===== config.mk =====
export PLATFORM = sky130hd
export DESIGN_NAME = layer_top
export DESIGN_NICKNAME = d
export VERILOG_FILES = /design/src/common/layer_pkg.sv /design/src/common/lane_ctrl_if.sv /design/src/hw/layer/layer_datapath.sv /design/src/hw/layer/layer_sequencer.sv /design/src/hw/layer/mac_lane.sv /design/src/hw/layer_top.sv
export VERILOG_INCLUDE_DIRS = /design/src /design/src/common
export SDC_FILE = /design/constraint.sdc
export NUM_CORES = 1
export LEC_CHECK = 0
export BUFFER_PORTS_ARGS = -buffer_cell sky130_fd_sc_hd__buf_2
export CAP_MARGIN = 20
export CORE_MARGIN = 2
export CORE_UTILIZATION = 45
export CTS_BUF_LIST = sky130_fd_sc_hd__clkbuf_16
export CTS_CLUSTER_DIAMETER = 60
export CTS_CLUSTER_SIZE = 8
export DETAILED_ROUTE_END_ITERATION = 16
export PLACE_DENSITY = 0.71
export SLEW_MARGIN = 30
export SYNTH_ARGS = -nofsm -noshare
export SYNTH_HDL_FRONTEND = slang
export SYNTH_SLANG_ARGS = --single-unit
export TNS_END_PERCENT = 5

===== constraint.sdc =====
create_clock -name clk -period 8 [get_ports clk]
set_clock_uncertainty 0.15 [all_clocks]
set_input_delay 2.4 -clock clk [delete_from_list [all_inputs] [get_ports clk]]
set_output_delay 2.4 -clock clk [all_outputs]
set_load 0.03 [all_outputs]

===== src/common/layer_coeffs.svh =====
// Weight and bias constants of the layer, indexed by lane, neuron row and input column
`ifndef LAYER_COEFFS_SVH
`define LAYER_COEFFS_SVH

  // WEIGHTS[lane][row][col]
  localparam data_t WEIGHTS [NUM_LANES][NUM_ROWS][NUM_INPUTS] = '{
    '{                                               // Lane 0
      '{ -49,    7,  -31,    7,   46,  -34,  -78,  -45},
      '{  26,  -49,   75,   65, -128,  100,    8,  -93},
      '{  84,    0,   60,    2,   94,  110,   85,   63},
      '{ -43, -114,   62,  -42,  115,  -58,   -7,   31},
      '{ -65, -102,  126,  -98, -119,   83,   93,   77},
      '{  15, -127,   76,    2,  -57,  -59,  -95,   10},
      '{ -85,   66,   95,  -76,   22,   60, -127,   -8},
      '{-128,  -71,   82,  -56,   -2,  115,   82,  -98}
    },
    '{                                               // Lane 1
      '{  96,   86,  -71,   -2,   43,  -44,   73,   83},
      '{  44,  124,   98, -126,  102,  -52,  -98,  -75},
      '{  68, -114,  -67,  -16,  -29, -122,  -61,  125},
      '{ -62,  -37,   33,  -88,   40,   63,  -34,   -4},
      '{  98, -102,  -67,  -59,  -96,    1,  -62,  -10},
      '{  32,   66,   50,  -56,    2, -112,   68,   65},
      '{  86,  -65,   61,  119,   64,  127,  -19,  -49},
      '{  54,    4,  -25,  -72,   21,  -85,  121,   64}
    }
  };

  // BIASES[lane][row]
  localparam data_t BIASES [NUM_LANES][NUM_ROWS] = '{
    '{110, 116,  21, 124, -76, -29,  56, -60},       // Lane 0
    '{ 89,   4, 117, -20,  57, 116,  80,  57}        // Lane 1
  };

`endif


===== src/common/layer_pkg.sv =====
// Shared sizes, word and index types and coefficient tables for the 8-input 16-output layer
package layer_pkg;

  localparam int DATA_W      = 16;                   // One data word
  localparam int NUM_INPUTS  = 8;                    // Inputs per vector
  localparam int NUM_LANES   = 2;                    // Parallel MAC lanes
  localparam int NUM_ROWS    = 8;                    // Neurons per lane
  localparam int NUM_OUTPUTS = NUM_LANES * NUM_ROWS; // Results per vector

  // Signed data word used for inputs, coefficients and results
  typedef logic signed [DATA_W-1:0] data_t;

  typedef logic [$clog2(NUM_INPUTS)-1:0] col_idx_t;  // Input index
  typedef logic [$clog2(NUM_ROWS)-1:0]   row_idx_t;  // Neuron row within a lane
  typedef logic [$clog2(NUM_LANES)-1:0]  lane_idx_t; // Lane select

  // Weight and bias tables for both lanes
  `include "layer_coeffs.svh"

endpackage


===== src/common/lane_ctrl_if.sv =====
// Control bundle from the layer sequencer to the MAC lanes and the result read select
`timescale 1ns/10ps
interface lane_ctrl_if import layer_pkg::*; ();

  col_idx_t  col;        // Input index being multiplied
  row_idx_t  row;        // Neuron row being issued
  logic      mac_en;     // Product valid this cycle
  logic      row_start;  // Seed accumulator with bias
  logic      row_done;   // Accumulator final, store result
  row_idx_t  rd_row;     // Result row to read
  lane_idx_t rd_lane;    // Result lane to read

  modport sequencer (
    output col, row, mac_en, row_start, row_done, rd_row, rd_lane
  );

  modport lane (
    input col, row, mac_en, row_start, row_done, rd_row, rd_lane
  );

endinterface


===== src/hw/layer/layer_datapath.sv =====
// Layer datapath with the input vector buffer, both MAC lanes and the output register
`timescale 1ns/10ps
module layer_datapath import layer_pkg::*; (
  input  logic      clk,
  input  logic      reset,
  input  data_t     data_in,
  input  logic      x_wr,
  input  col_idx_t  x_addr,
  lane_ctrl_if.lane ctrl,
  output data_t     data_out
);

  data_t x_buf [NUM_INPUTS];   // Input vector, shared by both lanes
  data_t x_q;
  data_t lane_rd [NUM_LANES];

  always_ff @(posedge clk) begin
    if (x_wr) begin
      x_buf[x_addr] <= data_in;
    end
    x_q <= x_buf[ctrl.col];    // Lines up with the weight read
  end

  for (genvar l = 0; l < NUM_LANES; l++) begin : g_lane
    mac_lane #(
      .LANE (l)
    ) i_mac_lane (
      .clk     (clk),
      .reset   (reset),
      .x       (x_q),
      .ctrl    (ctrl),
      .rd_data (lane_rd[l])
    );
  end

  // Output j comes from lane j mod 2
  always_ff @(posedge clk) begin
    if (reset) begin
      data_out <= '0;
    end else begin
      data_out <= lane_rd[ctrl.rd_lane];
    end
  end

endmodule


===== src/hw/layer/layer_sequencer.sv =====
// Sequencer FSM that loads the input vector, steps both MAC lanes and streams the results out
`timescale 1ns/10ps
module layer_sequencer import layer_pkg::*; (
  input  logic           clk,
  input  logic           reset,
  input  logic           s_valid,
  output logic           s_ready,
  input  logic           m_ready,
  output logic           m_valid,
  output logic           x_wr,
  output col_idx_t       x_addr,
  lane_ctrl_if.sequencer ctrl
);

  typedef enum logic [1:0] {
    LOAD,
    COMPUTE,
    OUTPUT
  } state_t;

  localparam int OUT_W = $clog2(NUM_OUTPUTS);
  localparam col_idx_t LAST_COL = col_idx_t'(NUM_INPUTS - 1);
  localparam row_idx_t LAST_ROW = row_idx_t'(NUM_ROWS - 1);
  localparam logic [OUT_W-1:0] LAST_OUT = OUT_W'(NUM_OUTPUTS - 1);

  state_t           state;
  col_idx_t         in_cnt;      // Next input slot to fill
  col_idx_t         col_cnt;     // Issue column
  row_idx_t         row_cnt;     // Issue row
  logic [OUT_W-1:0] out_cnt;     // Index of the word offered on data_out
  logic [OUT_W-1:0] rd_idx;
  logic             issue_busy;  // Still issuing columns
  logic             issue;
  logic             in_xfer;
  logic             out_xfer;
  logic [1:0]       mac_d;       // Read and multiply stages
  logic [1:0]       start_d;
  logic [2:0]       done_d;      // One more stage for the final add

  assign s_ready  = (state == LOAD);
  assign in_xfer  = s_valid && s_ready;
  assign out_xfer = m_valid && m_ready;

  assign x_wr   = in_xfer;
  assign x_addr = in_cnt;

  assign issue = (state == COMPUTE) && issue_busy;

  always_ff @(posedge clk) begin
    if (reset) begin
      state      <= LOAD;
      in_cnt     <= '0;
      col_cnt    <= '0;
      row_cnt    <= '0;
      out_cnt    <= '0;
      issue_busy <= 1'b0;
      m_valid    <= 1'b0;
    end else begin
      case (state)
        LOAD: begin
          if (in_xfer) begin
            in_cnt <= in_cnt + 1'b1;  // Wraps back to zero after the last word
            if (in_cnt == LAST_COL) begin
              state      <= COMPUTE;
              issue_busy <= 1'b1;
            end
          end
        end
        COMPUTE: begin
          if (issue) begin
            col_cnt <= col_cnt + 1'b1;
            if (col_cnt == LAST_COL) begin
              row_cnt <= row_cnt + 1'b1;
              if (row_cnt == LAST_ROW) begin
                issue_busy <= 1'b0;
              end
            end
          end
          // Only the last row can finish once issuing has stopped
          if (!issue_busy && done_d[2]) begin
            state <= OUTPUT;
          end
        end
        OUTPUT: begin
          if (!m_valid) begin
            m_valid <= 1'b1;          // Word 0 is registered by now
          end else if (m_ready) begin
            out_cnt <= out_cnt + 1'b1;
            if (out_cnt == LAST_OUT) begin
              m_valid <= 1'b0;
              state   <= LOAD;
            end
          end
        end
        default: state <= LOAD;
      endcase
    end
  end

  // Align control with the two-cycle read and multiply pipeline
  always_ff @(posedge clk) begin
    if (reset) begin
      mac_d   <= '0;
      start_d <= '0;
      done_d  <= '0;
    end else begin
      mac_d   <= {mac_d[0], issue};
      start_d <= {start_d[0], issue && (col_cnt == '0)};
      done_d  <= {done_d[1:0], issue && (col_cnt == LAST_COL)};
    end
  end

  assign ctrl.col       = col_cnt;
  assign ctrl.row       = row_cnt;
  assign ctrl.mac_en    = mac_d[1];
  assign ctrl.row_start = start_d[1];
  assign ctrl.row_done  = done_d[2];

  // Look ahead one word on a transfer so the next result is ready a cycle later
  assign rd_idx       = out_cnt + OUT_W'(out_xfer);
  assign ctrl.rd_row  = rd_idx[OUT_W-1:1];
  assign ctrl.rd_lane = rd_idx[0];

endmodule


===== src/hw/layer/mac_lane.sv =====
// One MAC lane computing eight neurons with bias, wrapping accumulation and ReLU
`timescale 1ns/10ps
module mac_lane import layer_pkg::*; #(
  parameter int LANE = 0
) (
  input  logic      clk,
  input  logic      reset,
  input  data_t     x,
  lane_ctrl_if.lane ctrl,
  output data_t     rd_data
);

  data_t                      w_q;
  data_t                      bias_q;
  data_t                      bias_p;
  data_t                      prod;
  data_t                      acc;
  data_t                      acc_base;
  row_idx_t                   row_q;
  row_idx_t                   row_p;
  row_idx_t                   acc_row;     // Row held in the accumulator
  logic signed [2*DATA_W-1:0] full_prod;
  data_t                      res_mem [NUM_ROWS];

  // Coefficient read stage
  always_ff @(posedge clk) begin
    w_q    <= WEIGHTS[LANE][ctrl.row][ctrl.col];
    bias_q <= BIASES[LANE][ctrl.row];
    row_q  <= ctrl.row;
  end

  assign full_prod = x * w_q;

  // Multiply stage, only the low word is kept
  always_ff @(posedge clk) begin
    prod   <= full_prod[DATA_W-1:0];
    bias_p <= bias_q;
    row_p  <= row_q;
  end

  // First product of a row adds onto the bias instead of the old sum
  assign acc_base = ctrl.row_start ? bias_p : acc;

  always_ff @(posedge clk) begin
    if (reset) begin
      acc     <= '0;
      acc_row <= '0;
    end else begin
      if (ctrl.mac_en) begin
        acc <= acc_base + prod;   // Wraps modulo 2^16
      end
      if (ctrl.row_start) begin
        acc_row <= row_p;
      end
    end
  end

  // row_done sees the finished sum of the previous row even while the next one starts
  always_ff @(posedge clk) begin
    if (ctrl.row_done) begin
      res_mem[acc_row] <= acc[DATA_W-1] ? '0 : acc;  // ReLU
    end
  end

  assign rd_data = res_mem[ctrl.rd_row];

endmodule


===== src/hw/layer_top.sv =====
// Top level of the fully connected layer with valid/ready input and output streams
`timescale 1ns/10ps
module layer_top import layer_pkg::*; (
  input  logic  clk,
  input  logic  reset,
  input  logic  s_valid,
  output logic  s_ready,
  input  data_t data_in,
  output logic  m_valid,
  input  logic  m_ready,
  output data_t data_out
);

  logic     x_wr;
  col_idx_t x_addr;

  lane_ctrl_if i_lane_ctrl ();

  layer_sequencer i_sequencer (
    .clk     (clk),
    .reset   (reset),
    .s_valid (s_valid),
    .s_ready (s_ready),
    .m_ready (m_ready),
    .m_valid (m_valid),
    .x_wr    (x_wr),
    .x_addr  (x_addr),
    .ctrl    (i_lane_ctrl.sequencer)
  );

  layer_datapath i_datapath (
    .clk      (clk),
    .reset    (reset),
    .data_in  (data_in),
    .x_wr     (x_wr),
    .x_addr   (x_addr),
    .ctrl     (i_lane_ctrl.lane),
    .data_out (data_out)
  );

endmodule


==> flow_metrics.tcl, run 1 <==
set metrics [dict create \
    synth-seq-area-share_pct 49.0 \
    worst_pin_slew_ns 0.949 \
    rr_startpoint "i_datapath.x_q[2]" \
    yosysTopAreaCell "edfxtp_1" \
    setup_ws_ns 2.56 \
    drc 0 \
    hold-path-endpoint "i_datapath.g_lane[1].i_mac_lane.bias_p[4]" \
    worstSetupEndpointType "register" \
    grt_setup_unrepaired "false" \
    drive_above_1_share_pct 13.4 \
    hold_path.class "register to register" \
    fill_cells 5416 \
    dp_hpwl_um 41700 \
    synth.top_cell.area_share_pct 37.2 \
    antenna_left 0 \
    grt_pass1_vias 19000 \
    via_count 18000 \
    r2r_end "i_datapath.g_lane[0].i_mac_lane.prod[15]" \
    antenna_found_initial 0 \
    cp_data_required_time_ns 8.39 \
    synth_most_common_cell "edfxtp_1" \
    synthTopCellsByArea "edfxtp_1, dfxtp_1, fa_1" \
    clock_latency_ns 0.62 \
    synth_edf_count 368 \
    drt-total-wl_um 63700 \
    first_iter_violations 1355 \
    post_drt_wl_per_cell_um 19.2 \
    syn_nets 2699 \
    grt_use_total_pct 19.5 \
    ys.flop_type "edfxtp_1" \
    p_per_area_nw_per_um2 277 \
    fin_crit_sh_pct 68.1 \
    place_ws_ns 2.24 \
    r2r_cells 16 \
    place_inst 3174 \
    drt_first_pass_iters 5 \
    clock-sinks 542 \
    synthCells 2355 \
    regArea_um2 14500 \
    clock.fmax_mhz 184 \
    cts-root-buf "clkbuf_16" \
    async_flop_share_pct 0 \
    whs_ns 0.165 \
    cts_max_path_buffers 3 \
    numCtsBuffers 80 \
    htree_levels 3 \
    tritoncts "yes" \
    holdCritStartpoint "i_datapath.g_lane[1].i_mac_lane.bias_q[4]" \
    areaGrowthSynthToFinish_pct 12.2 \
    drv_cap 0 \
    syn-cell-area_um2 29700 \
    fin_crit_ns 5.44 \
    power.total_mw 9.22 \
    grt_max_degree 96 \
    pin_count 38 \
    grt_pass1_wl_um 104000 \
    row_count 94 \
    initial_core_util_pct 45.3 \
    slew_headroom_pct 36.5 \
    holdBufCountCts 0 \
    irDropWorstVdd_v 0.000425 \
    postSynthAreaPerCell_um2 12.6 \
    place_area_um2 30800 \
    vias_per_cell 5.42 \
    netlist_top_cells_count "edfxtp_1, inv_1, dfxtp_1, ha_1, fa_1" \
    synth_cell_types 72 \
    synth_seq_cells 542 \
    critPathMaxFanout 17 \
    layout.nets 2736 \
    dieWidth_um 261 \
    maxSlewViolCount 0 \
    fin_util_pct 50.8 \
    setup_viol_count_final 0 \
    critical_path_class "register to register" \
    final_area_um2 33300 \
    dieArea_um2 68000 \
    fin_cells 3317 \
    outcome "finished clean" \
    multi_input_comb_area_um2 13700 \
    hold_viol 0 \
    port_buffers 36 \
    arrival_ns 5.84 \
    cts-resized-gates 0 \
    post_cts_buffers 0 \
    tns_ns 0 \
    grt_remaining_overflow 0 \
    dieHeight_um 261 \
    synth.yosys.warnings 0 \
    critical_path.startpoint_type "register" \
    min_path_cells 0 \
    core_area_um2 65500 \
    leakage_nw 13.1 \
    clk_pin_slew_worst_paths_ns 0.05 \
    rrSetupSlack_ns 2.56 \
    gp_congestion 0.842 \
]
per-layer routing:
metal	part of all wire, %	track usage, %
met5	0	0
met3	5.5	3.07
met1	41	24.8
met2	51	33.8
met4	2.6	6.56
cell families after synthesis:
kind of cell	synth area share (%)
AOI/OAI and AO/OA	5.96
and+or+nand+nor	9.36
xor gates and xnor gates	2.88
other	0.0126
buffers and inverters	5.02
adders and majority gates	17.6
DFF	49.0
muxes	10.2
final cells by class:
class	count	area share, %
diodes	1	0.00752
clock inverters	61	1.29
multi-input cells	1421	41.3
well taps	864	3.25
flip-flops and latches	542	43.7
inverters	284	3.21
repair buffers	63	1.23
clock buffers	81	6.09
how the worst max path moves through the flow:
stage | from | end | slack (ns) | cells after the start
2_1_floorplan | m_ready | i_datapath.data_out[10] | 2.93 | 8
3_3_place_gp | m_ready | i_datapath.data_out[8] | 2.20 | 9
3_5_place_dp | m_ready | i_datapath.data_out[8] | 2.24 | 8
4_1_cts | i_datapath.x_q[2] | i_datapath.g_lane[1].i_mac_lane.prod[15] | 2.54 | 21
5_1_grt | i_datapath.x_q[6] | i_datapath.g_lane[1].i_mac_lane.prod[15] | 2.25 | 17
6_report | i_datapath.x_q[2] | i_datapath.g_lane[0].i_mac_lane.prod[15] | 2.56 | 16
worst max-delay path, cell delays in order (launching register included):
cell and delay, ns:
dfxtp_1 0.84, nand2_1 0.31, fa_1 0.47, inv_1 0.11, fa_1 0.42, inv_1 0.09
fa_1 0.42, fa_1 0.51, fa_1 0.42, fa_1 0.39, xnor2_1 0.15, xnor2_1 0.20
xnor2_1 0.16, xnor2_1 0.11, xnor2_1 0.31, xnor2_1 0.18, xor2_1 0.14
registers in the layout, summed over array words and instances, names as in the netlist, 4 cells and up:
register and count:
i_datapath.x_buf 128, i_datapath.g_lane.i_mac_lane.res_mem 240, i_datapath.x_q 16, i_datapath.g_lane.i_mac_lane.bias_q 15, i_datapath.data_out 15, i_datapath.g_lane.i_mac_lane.w_q 16, i_sequencer.out_cnt 4, i_datapath.g_lane.i_mac_lane.prod 32
i_datapath.g_lane.i_mac_lane.acc 32, i_datapath.g_lane.i_mac_lane.bias_p 15
placed cells by master, fill, tap and decap left out, types with 15 or more instances in the layout:
cell,instances
a21oi_1,87
nor3_1,31
o21ai_0,72
mux4_2,111
buf_2,35
nor2_1,128
nand2b_1,18
mux2i_1,22
fa_1,154
xnor2_1,73
mux2_2,28
ha_1,168
nor2b_1,47
nand2_1,147
a211oi_1,17
nand3_1,20
edfxtp_1,368
dfxtp_1,171
inv_1,329
buf_4,26
and2_1,118
clkbuf_16,81
xor2_1,20
o21a_1,15
report_power, final:
group	switching, mW	internal [mW]	total [mW]	leakage [nW]
Clock	1.24	1.90	3.14	1.36
Sequential	0.0668	3.11	3.18	4.79
Combinational	1.52	1.38	2.90	6.96
Total	2.83	6.39	9.22	13.1
No activity file was read; power rests on OpenSTA's default activity.
==> inputs of run 2 (changes only) <==
Settings changed: ABC_AREA set to 1.
Clock period 8 ns to 5.04 ns, I/O delays scaled along.
==> flow_metrics.tcl, run 2 <==
set metrics [dict create \
    grt_setup_unrepaired "true" \
    largest_registers "i_datapath.g_lane.i_mac_lane.res_mem x240, i_datapath.x_buf x128" \
    drt_first_pass_iters 7 \
    hold_path.class "register to register" \
    syn-cell-area_um2 30800 \
    maxSlewViolCount 0 \
    htree_levels 3 \
    holdBufCountCts 0 \
    via_count 22100 \
    grt_pass1_wl_um 115000 \
    numCtsBuffers 79 \
    synthCells 3189 \
    initial_core_util_pct 45.7 \
    final_cell_mix "inv_1, nand2_1, edfxtp_1" \
    dieHeight_um 265 \
    hold_viol 0 \
    syn_nets 3533 \
    synthTopCellsByArea "edfxtp_1, dfxtp_1, fa_1" \
    ys.flop_type "edfxtp_1" \
    drv_cap 0 \
    cp_data_required_time_ns 5.43 \
    hold-path-endpoint "i_datapath.g_lane[1].i_mac_lane.bias_p[0]" \
    setup_viol_count_final 0 \
    layout.nets 3637 \
    critical_path.startpoint_type "register" \
    synth_most_common_cell "inv_1" \
    postSynthAreaPerCell_um2 9.65 \
    dieArea_um2 70500 \
    synth_edf_count 368 \
    final_area_um2 35300 \
    p_per_area_nw_per_um2 448 \
    port_buffers 36 \
    r2r_cells 20 \
    irDropWorstVdd_v 0.000837 \
    synth.yosys.warnings 0 \
    grt_pass1_vias 21900 \
    synth.top_cell.area_share_pct 35.9 \
    rrSetupSlack_ns 0.08 \
    slew_headroom_pct 50.4 \
    critical_path_class "register to register" \
    grt_remaining_overflow 0 \
    gp_congestion 0.950 \
    rr_startpoint "i_datapath.x_q[7]" \
    fin_crit_ns 4.96 \
    largest-register "i_datapath.g_lane.i_mac_lane.res_mem" \
    antenna_cells 0 \
    final_common_cell "inv_1" \
    worst_pin_slew_ns 0.743 \
    cts_max_path_buffers 3 \
    post_drt_wl_per_cell_um 17.1 \
    vias_per_cell 5.24 \
    clock.fmax_mhz 201 \
    drive_above_1_share_pct 11.5 \
    holdCritStartpoint "i_datapath.g_lane[1].i_mac_lane.bias_q[0]" \
    largest_reg_flops 240 \
    synth_cell_types 52 \
    drc 0 \
    synth_seq_cells 542 \
    critPathMaxFanout 17 \
    fin_crit_sh_pct 98.5 \
    whs_ns 0.172 \
    synth-seq-area-share_pct 47.2 \
    place_area_um2 32600 \
    r2r_end "i_datapath.g_lane[1].i_mac_lane.prod[14]" \
    row_count 95 \
    clock-sinks 542 \
    dieWidth_um 265 \
    arrival_ns 5.36 \
    antenna_left 0 \
    antenna_found_initial 0 \
    areaGrowthSynthToFinish_pct 14.9 \
    netlist_top_cells_count "inv_1, nand2_1, edfxtp_1, nor2_1, o21ai_0" \
    pin_count 38 \
    clk_pin_slew_worst_paths_ns 0.05 \
    min_path_cells 0 \
    first_iter_violations 1780 \
    leakage_nw 16.1 \
    yosysTopAreaCell "edfxtp_1" \
    clock_latency_ns 0.63 \
    cts-root-buf "clkbuf_16" \
    tritoncts "yes" \
    async_flop_share_pct 0 \
    grt_max_degree 91 \
    outcome "finished clean" \
    fill_cells 5804 \
    core_area_um2 67400 \
    worstSetupEndpointType "register" \
    drt-total-wl_um 71800 \
    dp_hpwl_um 47700 \
    grt_use_total_pct 20.5 \
]
-- run 2: changes by cell type after synthesis, moves of 24 or more --
cell	before	now
nand2_1	147	505
inv_1	280	570
o21ai_0	72	231
and2_1	118	0
nor2_1	134	248
mux4_2	111	0
nand3_1	20	92
a21oi_1	87	156
nor2b_1	47	0
xnor2_1	73	27
o21ai_1	5	39
a221oi_1	1	33
nor3_1	35	7
clkbuf_1	83	107
-- run 2: cell families (layout without fill, tap and decap cells) --
family	after synthesis	after routing	synth area share [%]
xor gates and xnor gates	66	66	1.96
adders and majority gates	324	324	16.9
AOI/OAI and AO/OA	593	593	11.2
and+or+nand+nor	883	883	11.5
other	1	1	0.0122
buffers and inverters	720	869	9.08
DFF	542	542	47.2
muxes	60	60	2.07
-- run 2: worst max-delay path by stage --
stage | startpoint | slack [ns] | to | cells past startpoint
CTS | i_datapath.x_q[7] | 0.005 | i_datapath.g_lane[1].i_mac_lane.prod[14] | 20
detailed placement | i_datapath.g_lane[1].i_mac_lane.w_q[1] | -0.12 | i_datapath.g_lane[1].i_mac_lane.prod[15] | 19
finish | i_datapath.x_q[7] | 0.08 | i_datapath.g_lane[1].i_mac_lane.prod[14] | 20
global placement | i_datapath.g_lane[1].i_mac_lane.w_q[1] | -0.03 | i_datapath.g_lane[1].i_mac_lane.prod[15] | 18
floorplan | i_datapath.x_q[9] | -0.01 | i_datapath.g_lane[1].i_mac_lane.prod[15] | 21
global route | i_datapath.x_q[8] | -0.11 | i_datapath.g_lane[0].i_mac_lane.prod[15] | 23
-- run 2: routing by layer --
| metal | share of wire, % | wire length [µm] | vias up | track usage [%] |
|---|---|---|---|---|
| li1 | - | - | 10700 | - |
| met1 | 43 | 30600 | 10600 | 26.5 |
| met2 | 49 | 34900 | 680 | 35.0 |
| met3 | 5.8 | 4150 | 157 | 3.05 |
| met4 | 3.0 | 2190 | 0 | 7.50 |
| met5 | 0 | 0 | - | 0 |
-- run 2: stage by stage --
stage | util, % | TNS (ns) | std cells | total power, mW | worst slack [ns]
after floorplan | - | -0.0118 | 3189 | 8.60 | -0.0118
after global placement | 48.4 | -0.0288 | 4078 | 10.1 | -0.0282
after detailed placement | 48.4 | -0.422 | 4078 | 10.3 | -0.117
after CTS | 51.9 | 0 | 4204 | 15.4 | 0.00505
after global routing | 52.4 | -0.363 | 4211 | 16.9 | -0.111
final | 52.4 | 0 | 4211 | 15.8 | 0.0751
-- run 2: final cells by class --
cell class              count  area [µm²]  area share (%)
clock inverters            46         354            1.00
well taps                 873        1090            3.09
inverters                 574        2160            6.10
repair buffers            169        1340            3.80
flip-flops and latches    542       14600            41.2
clock buffers              80        2000            5.66
multi-input cells        1927       13800            39.1
-- run 2: power breakdown --
group,internal (mW),switching (mW)
Clock,3.00,1.91
Combinational,2.79,3.11
Sequential,4.94,0.0902
-- run 2: worst max-delay path: stages, from the launching register on --
cell and delay [ns]:
dfxtp_2 0.32, buf_12 0.15, nand2_2 0.06, inv_1 0.06, fa_1 0.53, inv_1 0.05, fa_2 0.53, fa_1 0.44
fa_1 0.52, inv_1 0.06, fa_1 0.48, inv_1 0.05, fa_1 0.47, inv_1 0.06, ha_4 0.27, buf_4 0.12
nand2_1 0.07, nor2_2 0.15, nand3_2 0.10, o2111ai_2 0.10, xor2_1 0.17
-- run 2: what timing repair did --
action	4_1_cts	5_1_grt
gates cloned	0	0
buffers inserted	0	7
gates resized for setup	22	65
setup endpoints to repair	6	11
pin swaps	6	18
==> inputs of run 3 (changes only) <==
Settings changed: CORE_UTILIZATION 45 to 56, PLACE_DENSITY 0.71 to 0.83.
==> flow_metrics.tcl, run 3 (synthesized netlist as in run 2, its figures left out) <==
set metrics [dict create \
    htree_levels 3 \
    place_ws_ns -0.142 \
    clock-sinks 542 \
    hold-path-endpoint "i_datapath.g_lane[1].i_mac_lane.bias_p[3]" \
    post_drt_wl_per_cell_um 18.5 \
    cts-root-buf "clkbuf_16" \
    gp_congestion 0.985 \
    largest_registers "i_datapath.g_lane.i_mac_lane.res_mem x240, i_datapath.x_buf x128" \
    rr_startpoint "i_datapath.x_q[8]" \
    vias_per_cell 5.67 \
    antenna_found_initial 1 \
    outcome "finished, violations left" \
    initial_core_util_pct 57.0 \
    grt_remaining_overflow 0 \
    fin_util_pct 65.0 \
    clk_pin_slew_worst_paths_ns 0.05 \
    final_cell_mix "inv_1, nand2_1, edfxtp_1" \
    layout.nets 3625 \
    worst_pin_slew_ns 0.832 \
    core_area_um2 54000 \
    grt_max_degree 91 \
    dp_hpwl_um 48700 \
    port_buffers 36 \
    grt_use_total_pct 26.6 \
    dieHeight_um 238 \
    drt_first_pass_iters 6 \
    fin_crit_ns 5.12 \
    irDropWorstVdd_v 0.000791 \
    dieWidth_um 238 \
    holdCritStartpoint "i_datapath.g_lane[1].i_mac_lane.bias_q[3]" \
    leakage_nw 16.1 \
    grt_pass1_vias 22900 \
    r2r_end "i_datapath.g_lane[1].i_mac_lane.prod[15]" \
    cts_max_path_buffers 3 \
    grt_setup_unrepaired "true" \
    via_count 22900 \
    critical_path.startpoint_type "register" \
    clock_latency_ns 0.64 \
    critical_path_class "register to register" \
    hold_path.class "register to register" \
    drt-total-wl_um 74500 \
    critPathMaxFanout 13 \
    rrSetupSlack_ns -0.08 \
    largest-register "i_datapath.g_lane.i_mac_lane.res_mem" \
    areaGrowthSynthToFinish_pct 14.0 \
    tns_ns -0.170 \
    tritoncts "yes" \
    fin_crit_sh_pct 102 \
    antenna_left 0 \
    row_count 85 \
    r2r_cells 21 \
    worstSetupEndpointType "register" \
    drc 0 \
    setup_viol_count_final 5 \
    min_path_cells 0 \
    drive_above_1_share_pct 10.7 \
    maxSlewViolCount 0 \
    largest_reg_flops 240 \
    numCtsBuffers 79 \
    dieArea_um2 56800 \
    p_per_area_nw_per_um2 438 \
    violations "negative setup slack" \
    final_common_cell "inv_1" \
    pin_count 38 \
    grt_pass1_wl_um 119000 \
    holdBufCountCts 0 \
    cp_data_required_time_ns 5.38 \
    slew_headroom_pct 44.5 \
    first_iter_violations 2557 \
    hold_viol 0 \
    setup_ws_ns -0.0827 \
    drv_cap 0 \
    arrival_ns 5.47 \
    clock.fmax_mhz 195 \
]
## run 3: how the worst max path moves through the flow
stage / start / endpoint / cells past startpoint
after floorplan: i_datapath.x_q[9] / i_datapath.g_lane[1].i_mac_lane.prod[15] / 21
after global placement: i_datapath.x_q[5] / i_datapath.g_lane[1].i_mac_lane.prod[13] / 20
after detailed placement: i_datapath.x_q[5] / i_datapath.g_lane[1].i_mac_lane.prod[15] / 22
after CTS: i_datapath.x_q[7] / i_datapath.g_lane[1].i_mac_lane.prod[14] / 20
after global routing: i_datapath.x_q[8] / i_datapath.g_lane[1].i_mac_lane.prod[15] / 21
final: i_datapath.x_q[8] / i_datapath.g_lane[1].i_mac_lane.prod[15] / 21
## run 3: repair_timing
action,4_1_cts,5_1_grt
setup endpoints to repair,9,11
resized for setup,21,50
setup buffers,0,13
pin swaps,3,21
## run 3: power breakdown
part | internal, mW | switching [mW] | total, mW | leakage [nW]
Sequential | 4.94 | 0.0949 | 5.04 | 5.00
Combinational | 2.45 | 2.99 | 5.44 | 9.76
Clock | 2.94 | 1.96 | 4.90 | 1.31
Total | 10.3 | 5.04 | 15.4 | 16.1
## run 3: area by class of cell
cell class              count  area [µm²]
fillers                  3904       18900
flip-flops and latches    542       14600
multi-input cells        1927       13700
inverters                 574        2160
clock buffers              79        1980
repair buffers            157        1400
well taps                 696         871
clock inverters            56         405
diodes                      1        2.50
## run 3: stage by stage
| stage | hold slack, ns | cell area (µm²) | instances | power (mW) |
|---|---|---|---|---|
| after global placement | 0.161 | 32100 | 3875 | 9.93 |
| after floorplan | 0.160 | 30800 | 3189 | 8.60 |
| after CTS | 0.169 | 34800 | 4018 | 15.1 |
| after detailed placement | 0.162 | 32400 | 3883 | 10.1 |
| after global routing | 0.173 | 35100 | 4031 | 16.4 |
| final | 0.162 | 35100 | 4032 | 15.4 |
## run 3: worst max-delay path: stages (launching register included)
cell      delay [ns]
dfxtp_2         0.32
buf_12          0.14
nand2_2         0.07
inv_2           0.05
fa_1            0.57
inv_2           0.05
fa_1            0.46
fa_1            0.50
inv_1           0.05
fa_1            0.46
fa_1            0.54
inv_2           0.05
fa_1            0.54
inv_2           0.06
ha_4            0.22
a21o_1          0.17
inv_1           0.05
o211ai_1        0.10
a31oi_1         0.24
inv_1           0.07
nand3_1         0.09
nand2_1         0.05
## run 3: per-layer routing
metal	wire, µm	part of all wire, %	up-vias	GRT usage (%)
li1	-	-	10600	-
met5	0	0	-	0
met3	4880	6.5	240	4.04
met4	4160	5.6	0	15.8
met2	36500	49	1041	44.3
met1	29000	39	10900	32.9
